<file path="config.mk">
export PLATFORM = sky130hd
export DESIGN_NAME = aes_controller
export DESIGN_NICKNAME = d
export VERILOG_FILES = /design/src/rtl/aes_pkg.sv /design/src/rtl/block_fifo.sv /design/src/rtl/aes_controller_input.sv /design/src/rtl/add_round_key.sv /design/src/rtl/aes_controller_output.sv /design/src/rtl/aes_controller.sv
export SDC_FILE = /design/constraint.sdc
export NUM_CORES = 2
export LEC_CHECK = 0
export ABC_AREA = 1
export BUFFER_PORTS_ARGS = -buffer_cell sky130_fd_sc_hd__buf_2
export CAP_MARGIN = 5
export CORE_MARGIN = 2
export CORE_UTILIZATION = 39
export CTS_BUF_LIST = sky130_fd_sc_hd__clkbuf_16
export CTS_CLUSTER_SIZE = 10
export DETAILED_ROUTE_END_ITERATION = 16
export HOLD_SLACK_MARGIN = 0.12
export PLACE_DENSITY = 0.54
export REMOVE_ABC_BUFFERS = 1
export SYNTH_ARGS = -nofsm -noshare
export SYNTH_HDL_FRONTEND = slang
export SYNTH_HIERARCHICAL = 1
export SYNTH_SLANG_ARGS = --single-unit
</file>
<file path="constraint.sdc">
create_clock -name clk -period 14.7 [get_ports clk]
set_clock_uncertainty 0.2 [all_clocks]
set_input_delay 0 -clock clk [delete_from_list [all_inputs] [get_ports clk]]
set_output_delay 0 -clock clk [all_outputs]
set_load 0.02 [all_outputs]
</file>
<file path="src/rtl/aes_pkg.sv">
// aes_pkg: shared sizes, command codes and block mode type of the AES data-path controller

package aes_pkg;

	// bus word and block sizes
	localparam int WORD_S = 32;
	localparam int NB = 4;
	localparam int BLK_S = WORD_S * NB;

	// command word
	localparam int CMD_BITS = 32;

	// payload is a 128-bit key
	localparam logic [CMD_BITS-1:0] CMD_LOAD_KEY = 32'h1;
	// payload is XORed with the key
	localparam logic [CMD_BITS-1:0] CMD_MIX = 32'h2;

	// what the mixing stage does with a block
	typedef enum logic [1:0] {
		MODE_PASS = 2'd0,
		MODE_MIX = 2'd1,
		MODE_KEY = 2'd2
	} blk_mode_t;

	// fifo entry is {last, mode, block}
	localparam int MODE_BITS = 2;
	localparam int ENTRY_S = BLK_S + MODE_BITS + 1;

	// field positions inside an entry
	localparam int MODE_LSB = BLK_S;
	localparam int LAST_BIT = BLK_S + MODE_BITS;

endpackage

</file>
<file path="src/rtl/block_fifo.sv">
// block_fifo: first-word-fall-through FIFO of tagged blocks with valid/ready on both sides

`timescale 1ns/1ps

module block_fifo #(
	parameter int FIFO_DEPTH = 16,
	parameter int FIFO_ADDR_WIDTH = 4
) (
	input  logic                        clk,
	input  logic                        reset,

	input  logic                        wvalid,
	output logic                        wready,
	input  logic [aes_pkg::ENTRY_S-1:0] wentry,

	output logic                        rvalid,
	input  logic                        rready,
	output logic [aes_pkg::ENTRY_S-1:0] rentry,

	output logic                        full
);

	localparam logic [FIFO_ADDR_WIDTH-1:0] LAST_SLOT = FIFO_ADDR_WIDTH'(FIFO_DEPTH - 1);
	localparam logic [FIFO_ADDR_WIDTH:0] DEPTH_COUNT = (FIFO_ADDR_WIDTH + 1)'(FIFO_DEPTH);

	logic [aes_pkg::ENTRY_S-1:0] mem [FIFO_DEPTH];
	logic [FIFO_ADDR_WIDTH-1:0] wr_ptr;
	logic [FIFO_ADDR_WIDTH-1:0] rd_ptr;
	logic [FIFO_ADDR_WIDTH:0] count;
	logic empty;
	logic do_write;
	logic do_read;

	assign full = (count == DEPTH_COUNT);
	assign empty = (count == '0);
	assign wready = ~full;
	assign rvalid = ~empty;

	assign do_write = wvalid & ~full;
	assign do_read = rready & ~empty;

	// head entry falls through to the read side
	assign rentry = mem[rd_ptr];

	always_ff @(posedge clk) begin
		if (do_write) begin
			mem[wr_ptr] <= wentry;
		end
	end

	always_ff @(posedge clk) begin
		if (reset) begin
			wr_ptr <= '0;
			rd_ptr <= '0;
			count <= '0;
		end else begin
			if (do_write) begin
				wr_ptr <= (wr_ptr == LAST_SLOT) ? '0 : wr_ptr + 1'b1;
			end
			if (do_read) begin
				rd_ptr <= (rd_ptr == LAST_SLOT) ? '0 : rd_ptr + 1'b1;
			end
			// simultaneous read and write leaves the count alone
			if (do_write && !do_read) begin
				count <= count + 1'b1;
			end else if (do_read && !do_write) begin
				count <= count - 1'b1;
			end
		end
	end

endmodule

</file>
<file path="src/rtl/aes_controller_input.sv">
// aes_controller_input: takes a command and payload words from the bus, packs tagged blocks

`timescale 1ns/1ps

module aes_controller_input (
	input  logic                        clk,
	input  logic                        reset,

	input  logic                        bus_data_wren,
	input  logic                        bus_tlast,
	input  logic [aes_pkg::WORD_S-1:0]  bus_data,

	output logic                        fifo_wvalid,
	input  logic                        fifo_wready,
	output logic [aes_pkg::ENTRY_S-1:0] fifo_wentry,
	input  logic                        fifo_full,
	input  logic                        fifo_empty,

	output logic                        controller_in_done,
	output logic                        controller_in_busy
);

	localparam logic GET_CMD = 1'b0;
	localparam logic GET_PAYLOAD = 1'b1;

	logic fsm_state;
	logic [aes_pkg::CMD_BITS-1:0] aes_cmd;
	aes_pkg::blk_mode_t cmd_mode;

	logic [1:0] word_cnt;
	logic [aes_pkg::BLK_S-1:0] aes_blk;
	logic [aes_pkg::BLK_S-1:0] aes_blk_next;
	logic block_available;

	// pending fifo entry
	logic [aes_pkg::BLK_S-1:0] entry_blk;
	aes_pkg::blk_mode_t entry_mode;
	logic entry_last;

	// new words enter at the top so the first word ends up in bits 31:0
	assign aes_blk_next = {bus_data, aes_blk[aes_pkg::BLK_S-1:aes_pkg::WORD_S]};
	assign block_available = bus_data_wren && (fsm_state == GET_PAYLOAD) &&
		(word_cnt == 2'(aes_pkg::NB - 1));

	always_comb begin
		case (aes_cmd)
			aes_pkg::CMD_LOAD_KEY: cmd_mode = aes_pkg::MODE_KEY;
			aes_pkg::CMD_MIX: cmd_mode = aes_pkg::MODE_MIX;
			default: cmd_mode = aes_pkg::MODE_PASS;
		endcase
	end

	always_ff @(posedge clk) begin
		if (reset) begin
			fsm_state <= GET_CMD;
			aes_cmd <= '0;
			word_cnt <= '0;
		end else if (bus_data_wren) begin
			if (fsm_state == GET_CMD) begin
				aes_cmd <= bus_data;
				fsm_state <= GET_PAYLOAD;
			end else begin
				// counter wraps to zero after the fourth word
				word_cnt <= word_cnt + 1'b1;
				if (bus_tlast) begin
					fsm_state <= GET_CMD;
				end
			end
		end
	end

	always_ff @(posedge clk) begin
		if (bus_data_wren && fsm_state == GET_PAYLOAD) begin
			aes_blk <= aes_blk_next;
		end
		if (block_available) begin
			entry_blk <= aes_blk_next;
			entry_mode <= cmd_mode;
		end
	end

	always_ff @(posedge clk) begin
		if (reset) begin
			fifo_wvalid <= 1'b0;
			entry_last <= 1'b0;
		end else if (block_available) begin
			fifo_wvalid <= 1'b1;
			entry_last <= bus_tlast;
		end else if (fifo_wvalid && fifo_wready) begin
			fifo_wvalid <= 1'b0;
		end
	end

	assign fifo_wentry = {entry_last, entry_mode, entry_blk};

	// done marks a fully queued packet until the fifo drains
	always_ff @(posedge clk) begin
		if (reset) begin
			controller_in_done <= 1'b0;
		end else if (fifo_wvalid && fifo_wready && entry_last) begin
			controller_in_done <= 1'b1;
		end else if (controller_in_done && fifo_empty) begin
			controller_in_done <= 1'b0;
		end
	end

	assign controller_in_busy = controller_in_done || fifo_full || fifo_wvalid;

endmodule

</file>
<file path="src/rtl/add_round_key.sv">
// add_round_key: one-stage mixer that loads the key, XORs mix blocks and passes the rest

`timescale 1ns/1ps

module add_round_key (
	input  logic                        clk,
	input  logic                        reset,

	input  logic                        in_valid,
	output logic                        in_ready,
	input  logic [aes_pkg::ENTRY_S-1:0] in_entry,

	output logic                        out_valid,
	input  logic                        out_ready,
	output logic [aes_pkg::BLK_S-1:0]   out_block,
	output logic                        out_last
);

	logic [aes_pkg::BLK_S-1:0] key;
	logic [aes_pkg::BLK_S-1:0] in_block;
	aes_pkg::blk_mode_t in_mode;
	logic accept;

	assign in_block = in_entry[aes_pkg::BLK_S-1:0];
	assign in_mode = aes_pkg::blk_mode_t'(in_entry[aes_pkg::MODE_LSB +: aes_pkg::MODE_BITS]);

	// the stage frees up in the same cycle its output leaves
	assign in_ready = ~out_valid | out_ready;
	assign accept = in_valid & in_ready;

	always_ff @(posedge clk) begin
		if (reset) begin
			key <= '0;
			out_valid <= 1'b0;
			out_last <= 1'b0;
		end else begin
			if (out_valid && out_ready) begin
				out_valid <= 1'b0;
			end
			if (accept) begin
				if (in_mode == aes_pkg::MODE_KEY) begin
					key <= in_block;
				end else begin
					out_valid <= 1'b1;
					out_last <= in_entry[aes_pkg::LAST_BIT];
				end
			end
		end
	end

	always_ff @(posedge clk) begin
		if (accept && in_mode != aes_pkg::MODE_KEY) begin
			out_block <= (in_mode == aes_pkg::MODE_MIX) ? (in_block ^ key) : in_block;
		end
	end

endmodule

</file>
<file path="src/rtl/aes_controller_output.sv">
// aes_controller_output: splits 128-bit blocks into 32-bit words under valid/ready

`timescale 1ns/1ps

module aes_controller_output (
	input  logic                       clk,
	input  logic                       reset,

	input  logic                       blk_valid,
	output logic                       blk_ready,
	input  logic [aes_pkg::BLK_S-1:0]  blk_data,
	input  logic                       blk_last,

	output logic                       out_valid,
	input  logic                       out_ready,
	output logic [aes_pkg::WORD_S-1:0] out_data,
	output logic                       out_last
);

	localparam logic [1:0] LAST_WORD = 2'(aes_pkg::NB - 1);

	logic loaded;
	logic last_r;
	logic [1:0] word_idx;
	logic [aes_pkg::BLK_S-1:0] blk_r;
	logic word_xfer;

	// a new block is taken only when idle
	assign blk_ready = ~loaded;
	assign out_valid = loaded;
	assign word_xfer = loaded & out_ready;

	// word k sits in bits 32k+31:32k
	assign out_data = blk_r[word_idx * aes_pkg::WORD_S +: aes_pkg::WORD_S];
	assign out_last = loaded & last_r & (word_idx == LAST_WORD);

	always_ff @(posedge clk) begin
		if (reset) begin
			loaded <= 1'b0;
			last_r <= 1'b0;
			word_idx <= '0;
		end else if (!loaded) begin
			if (blk_valid) begin
				loaded <= 1'b1;
				last_r <= blk_last;
				word_idx <= '0;
			end
		end else if (word_xfer) begin
			if (word_idx == LAST_WORD) begin
				loaded <= 1'b0;
				word_idx <= '0;
			end else begin
				word_idx <= word_idx + 1'b1;
			end
		end
	end

	always_ff @(posedge clk) begin
		if (blk_valid && blk_ready) begin
			blk_r <= blk_data;
		end
	end

endmodule

</file>
<file path="src/rtl/aes_controller.sv">
// aes_controller: bus-independent AES data path of input packer, block FIFO, key mixer and output

`timescale 1ns/1ps

module aes_controller #(
	parameter int FIFO_DEPTH = 16,
	parameter int FIFO_ADDR_WIDTH = 4
) (
	input  logic                       clk,
	input  logic                       reset,

	input  logic                       bus_data_wren,
	input  logic                       bus_tlast,
	input  logic [aes_pkg::WORD_S-1:0] bus_data,

	output logic                       controller_in_done,
	output logic                       controller_in_busy,

	output logic                       out_valid,
	input  logic                       out_ready,
	output logic [aes_pkg::WORD_S-1:0] out_data,
	output logic                       out_last
);

	logic fifo_wvalid;
	logic fifo_wready;
	logic [aes_pkg::ENTRY_S-1:0] fifo_wentry;
	logic fifo_rvalid;
	logic fifo_rready;
	logic [aes_pkg::ENTRY_S-1:0] fifo_rentry;
	logic fifo_full;

	logic mix_valid;
	logic mix_ready;
	logic [aes_pkg::BLK_S-1:0] mix_block;
	logic mix_last;

	aes_controller_input input_i (
		.clk(clk),
		.reset(reset),
		.bus_data_wren(bus_data_wren),
		.bus_tlast(bus_tlast),
		.bus_data(bus_data),
		.fifo_wvalid(fifo_wvalid),
		.fifo_wready(fifo_wready),
		.fifo_wentry(fifo_wentry),
		.fifo_full(fifo_full),
		.fifo_empty(~fifo_rvalid),
		.controller_in_done(controller_in_done),
		.controller_in_busy(controller_in_busy)
	);

	block_fifo #(
		.FIFO_DEPTH(FIFO_DEPTH),
		.FIFO_ADDR_WIDTH(FIFO_ADDR_WIDTH)
	) fifo_i (
		.clk(clk),
		.reset(reset),
		.wvalid(fifo_wvalid),
		.wready(fifo_wready),
		.wentry(fifo_wentry),
		.rvalid(fifo_rvalid),
		.rready(fifo_rready),
		.rentry(fifo_rentry),
		.full(fifo_full)
	);

	add_round_key mix_i (
		.clk(clk),
		.reset(reset),
		.in_valid(fifo_rvalid),
		.in_ready(fifo_rready),
		.in_entry(fifo_rentry),
		.out_valid(mix_valid),
		.out_ready(mix_ready),
		.out_block(mix_block),
		.out_last(mix_last)
	);

	aes_controller_output output_i (
		.clk(clk),
		.reset(reset),
		.blk_valid(mix_valid),
		.blk_ready(mix_ready),
		.blk_data(mix_block),
		.blk_last(mix_last),
		.out_valid(out_valid),
		.out_ready(out_ready),
		.out_data(out_data),
		.out_last(out_last)
	);

endmodule

</file>
==> impl_metrics.toml <==
[outcome]
status = "finished, final reports clean"

[placed_design]
place_area_um2 = 114000
place_inst = 12896
gp_congestion = 0.762
place_hpwl_um = 152000
portBuffers = 72

[detailed_routing]
drtIter0Drc = 7260
firstDrtPassIters = 7
drtAntennaViolNets = 0
vias = 71204
drc_errors = 0
drt_wl_total_um = 314000
routed_via_density = 5.28
post_drt_wl_per_cell_um = 23.3

[critical_path]
endpoint_kind = "flip-flop"
r2r_cells = 13
cp.arrival_ns = 6.55
cp.required_ns = 15.30
ff2ff_setup_slack_ns = 8.75
reg2reg_to = "mix_i/key[98]$_SDFFE_PP0P_"
crit_fanout = 106
startpoint_type = "flip-flop"
critical_path_class = "reg -> reg"

[finish]
final_nets = 9614
drive_gt1_frac = 0.0612
final_common_cell = "nand2_1"
fin_cells = 13497
layout.cells.most_common_list = "3,249 x nand2_1, 2,578 x edfxtp_1, 1,397 x nand3_1"
area_growth_pct = 12.1
postLayoutCellArea_um2 = 124000

[timing]
rsz0062_at_grt = "false"
setup_viol = 0
slew_viol_final = 0
fin_crit_ns = 5.95
holdWs_ns = 0.167
max_freq_mhz = 168
min_period_over_period = 0.405
finalHoldViolCount = 0
worstMarginPinSlew_ns = 1.22
maxSlewHeadroom = 0.189
fin_setup_tns_ns = 0

[job]
maxCapViolations = 0

[hold_path]
hold_start = "mix_i/out_block[1]$_DFFE_PP_"
hp-class = "reg -> reg"
hold_end = "output_i/blk_r[1]$_DFFE_PP_"
hold_path_depth = 0

[pwr]
p_leak_nw = 46.9
powerDensity_nw_per_um2 = 184
finalPower_mw = 22.9
max-vdd-ir-drop_mv = 0.154

[floorplan]
ios = 73
rows = 195
fp.dieW_um = 537
start_util = 0.393
dieArea_um2 = 289000
core_um2 = 283000
die_y_um = 537

[cts]
ctsRootBufferMaster = "clkbuf_16"
htree_levels = 5
postCtsHoldBufs = 77
clkTransAtPathRegs_ns = 0.06
cts_tree = "done"
clk_latency_ns = 0.97
numCtsBuffers = 332
cts_setup_buffers = 0
cts_num_sinks = 2767
cts_buffer_depth = 4
cts_resized = 0

[yosys]
syn_avg_cell_area_um2 = 11.6
yosys_register_bits = 2767
synth_top_area_share = 0.697
syn_area_um2 = 111000
synth_edf_count = 2578
synthCells = 9537
ys_async_sr_fraction = 0
ys_seq_area_frac = 0.732
synthDistinctLibCells = 32
synth_area_leaders = "edfxtp_1 70%, nand2_1 11%, nand3_1 6.3%"
synth_ff_type = "edfxtp_1"
yosys_warnings = 6
synth_area_leader_cell = "edfxtp_1"

[global_route]
grt_max_degree = 210
grt_overflow = 0
grt_pass1_wl_um = 462000
grt_pass1_vias = 68508
grtUsageTotal = 0.214
antenna_found_initial = 16
[state kept, by name, indices dropped and copies added (netlist names), 2 cells and up, named ones only]
| name | flops |
|---|---|
| fifo_i/mem | 2096 |
| input_i/aes_cmd | 32 |
| input_i/entry_mode | 2 |
| input_i/aes_blk | 96 |
| fifo_i/wr_ptr | 4 |
| fifo_i/rd_ptr | 4 |
| mix_i/key | 128 |
| mix_i/out_block | 128 |
| input_i/word_cnt | 2 |
| output_i/word_idx | 2 |
| fifo_i/count | 5 |
| output_i/blk_r | 128 |
| input_i/entry_blk | 128 |
[final cells by class]
cell class,count,area [um^2]
fill,25770,158000
sequential,2767,81200
multi-input combinational,5687,25000
clock buffer,337,8430
tap,3743,4680
timing repair buffer,259,2190
inverter,517,2020
clock inverter,181,777
antenna,6,15.0
[synthesized netlist by cell type (47+ instances only)]
master and instances:
nand2_1 3250, buf_1 71, edfxtp_1 2578, inv_1 507, xor2_1 131, nor2_1 493
nand4_1 131, o21ai_0 87, nand3_1 1398, o211ai_1 119, clkbuf_1 119, buf_4 47
dfxtp_1 189, buf_2 286
[worst max-delay path by stage]
stage                     startpoint                      endpoint  slack, ns  cells past startpoint
after detailed placement   flip-flop   mix_i/key[119]$_SDFFE_PP0P_       8.80                     13
after floorplan            flip-flop     mix_i/key[0]$_SDFFE_PP0P_     -39.83                     11
after CTS                  flip-flop  mix_i/out_block[1]$_DFFE_PP_       8.77                     11
final                      flip-flop    mix_i/key[98]$_SDFFE_PP0P_       8.75                     13
after global placement     flip-flop   mix_i/key[105]$_SDFFE_PP0P_       8.80                     13
after global routing       flip-flop    mix_i/key[58]$_SDFFE_PP0P_       8.39                     13
[power breakdown]
group | total [mW] | internal, mW | switching, mW
Combinational | 6.26 | 1.64 | 4.62
Clock | 7.10 | 4.09 | 3.00
Sequential | 9.56 | 9.32 | 0.243
[stage by stage]
step / setup slack, ns / utilization
6_report: 8.75 / 0.440
3_5_place_dp: 8.80 / 0.404
4_1_cts: 8.77 / 0.440
5_1_grt: 8.39 / 0.440
2_1_floorplan: -39.83 / -
3_3_place_gp: 8.80 / 0.404
[layer usage]
layer  vias up  global-route usage  part of all wire
li1      32557                   -                 -
met1     35753               0.296              0.43
met2      2460               0.356              0.48
met3       432              0.0303             0.065
met4         2              0.0561             0.022
met5         -                   0          0.000022
[worst max-delay path: stages (launching register included)]
cell and delay [ns]:
dfxtp_4 0.57, inv_8 0.64, buf_4 0.85, nand3_1 0.15, nand3_1 0.12, nand2_1 0.06
nand2_1 0.09, nand2_4 0.45, nor2_4 0.61, buf_4 0.49, buf_4 0.93, nand4_1 0.18
nand2_1 0.12, nor2_1 0.04
[cells by family after synthesis]
logic type,synth area share
buffers and inverters,0.0443
adder cells (fa/ha/maj),0.00153
AND/OR/NAND/NOR,0.199
AO/OA/AOI/OAI,0.0135
XOR/XNOR,0.0104
flip-flops,0.732
(Power assumes the default switching activity.)
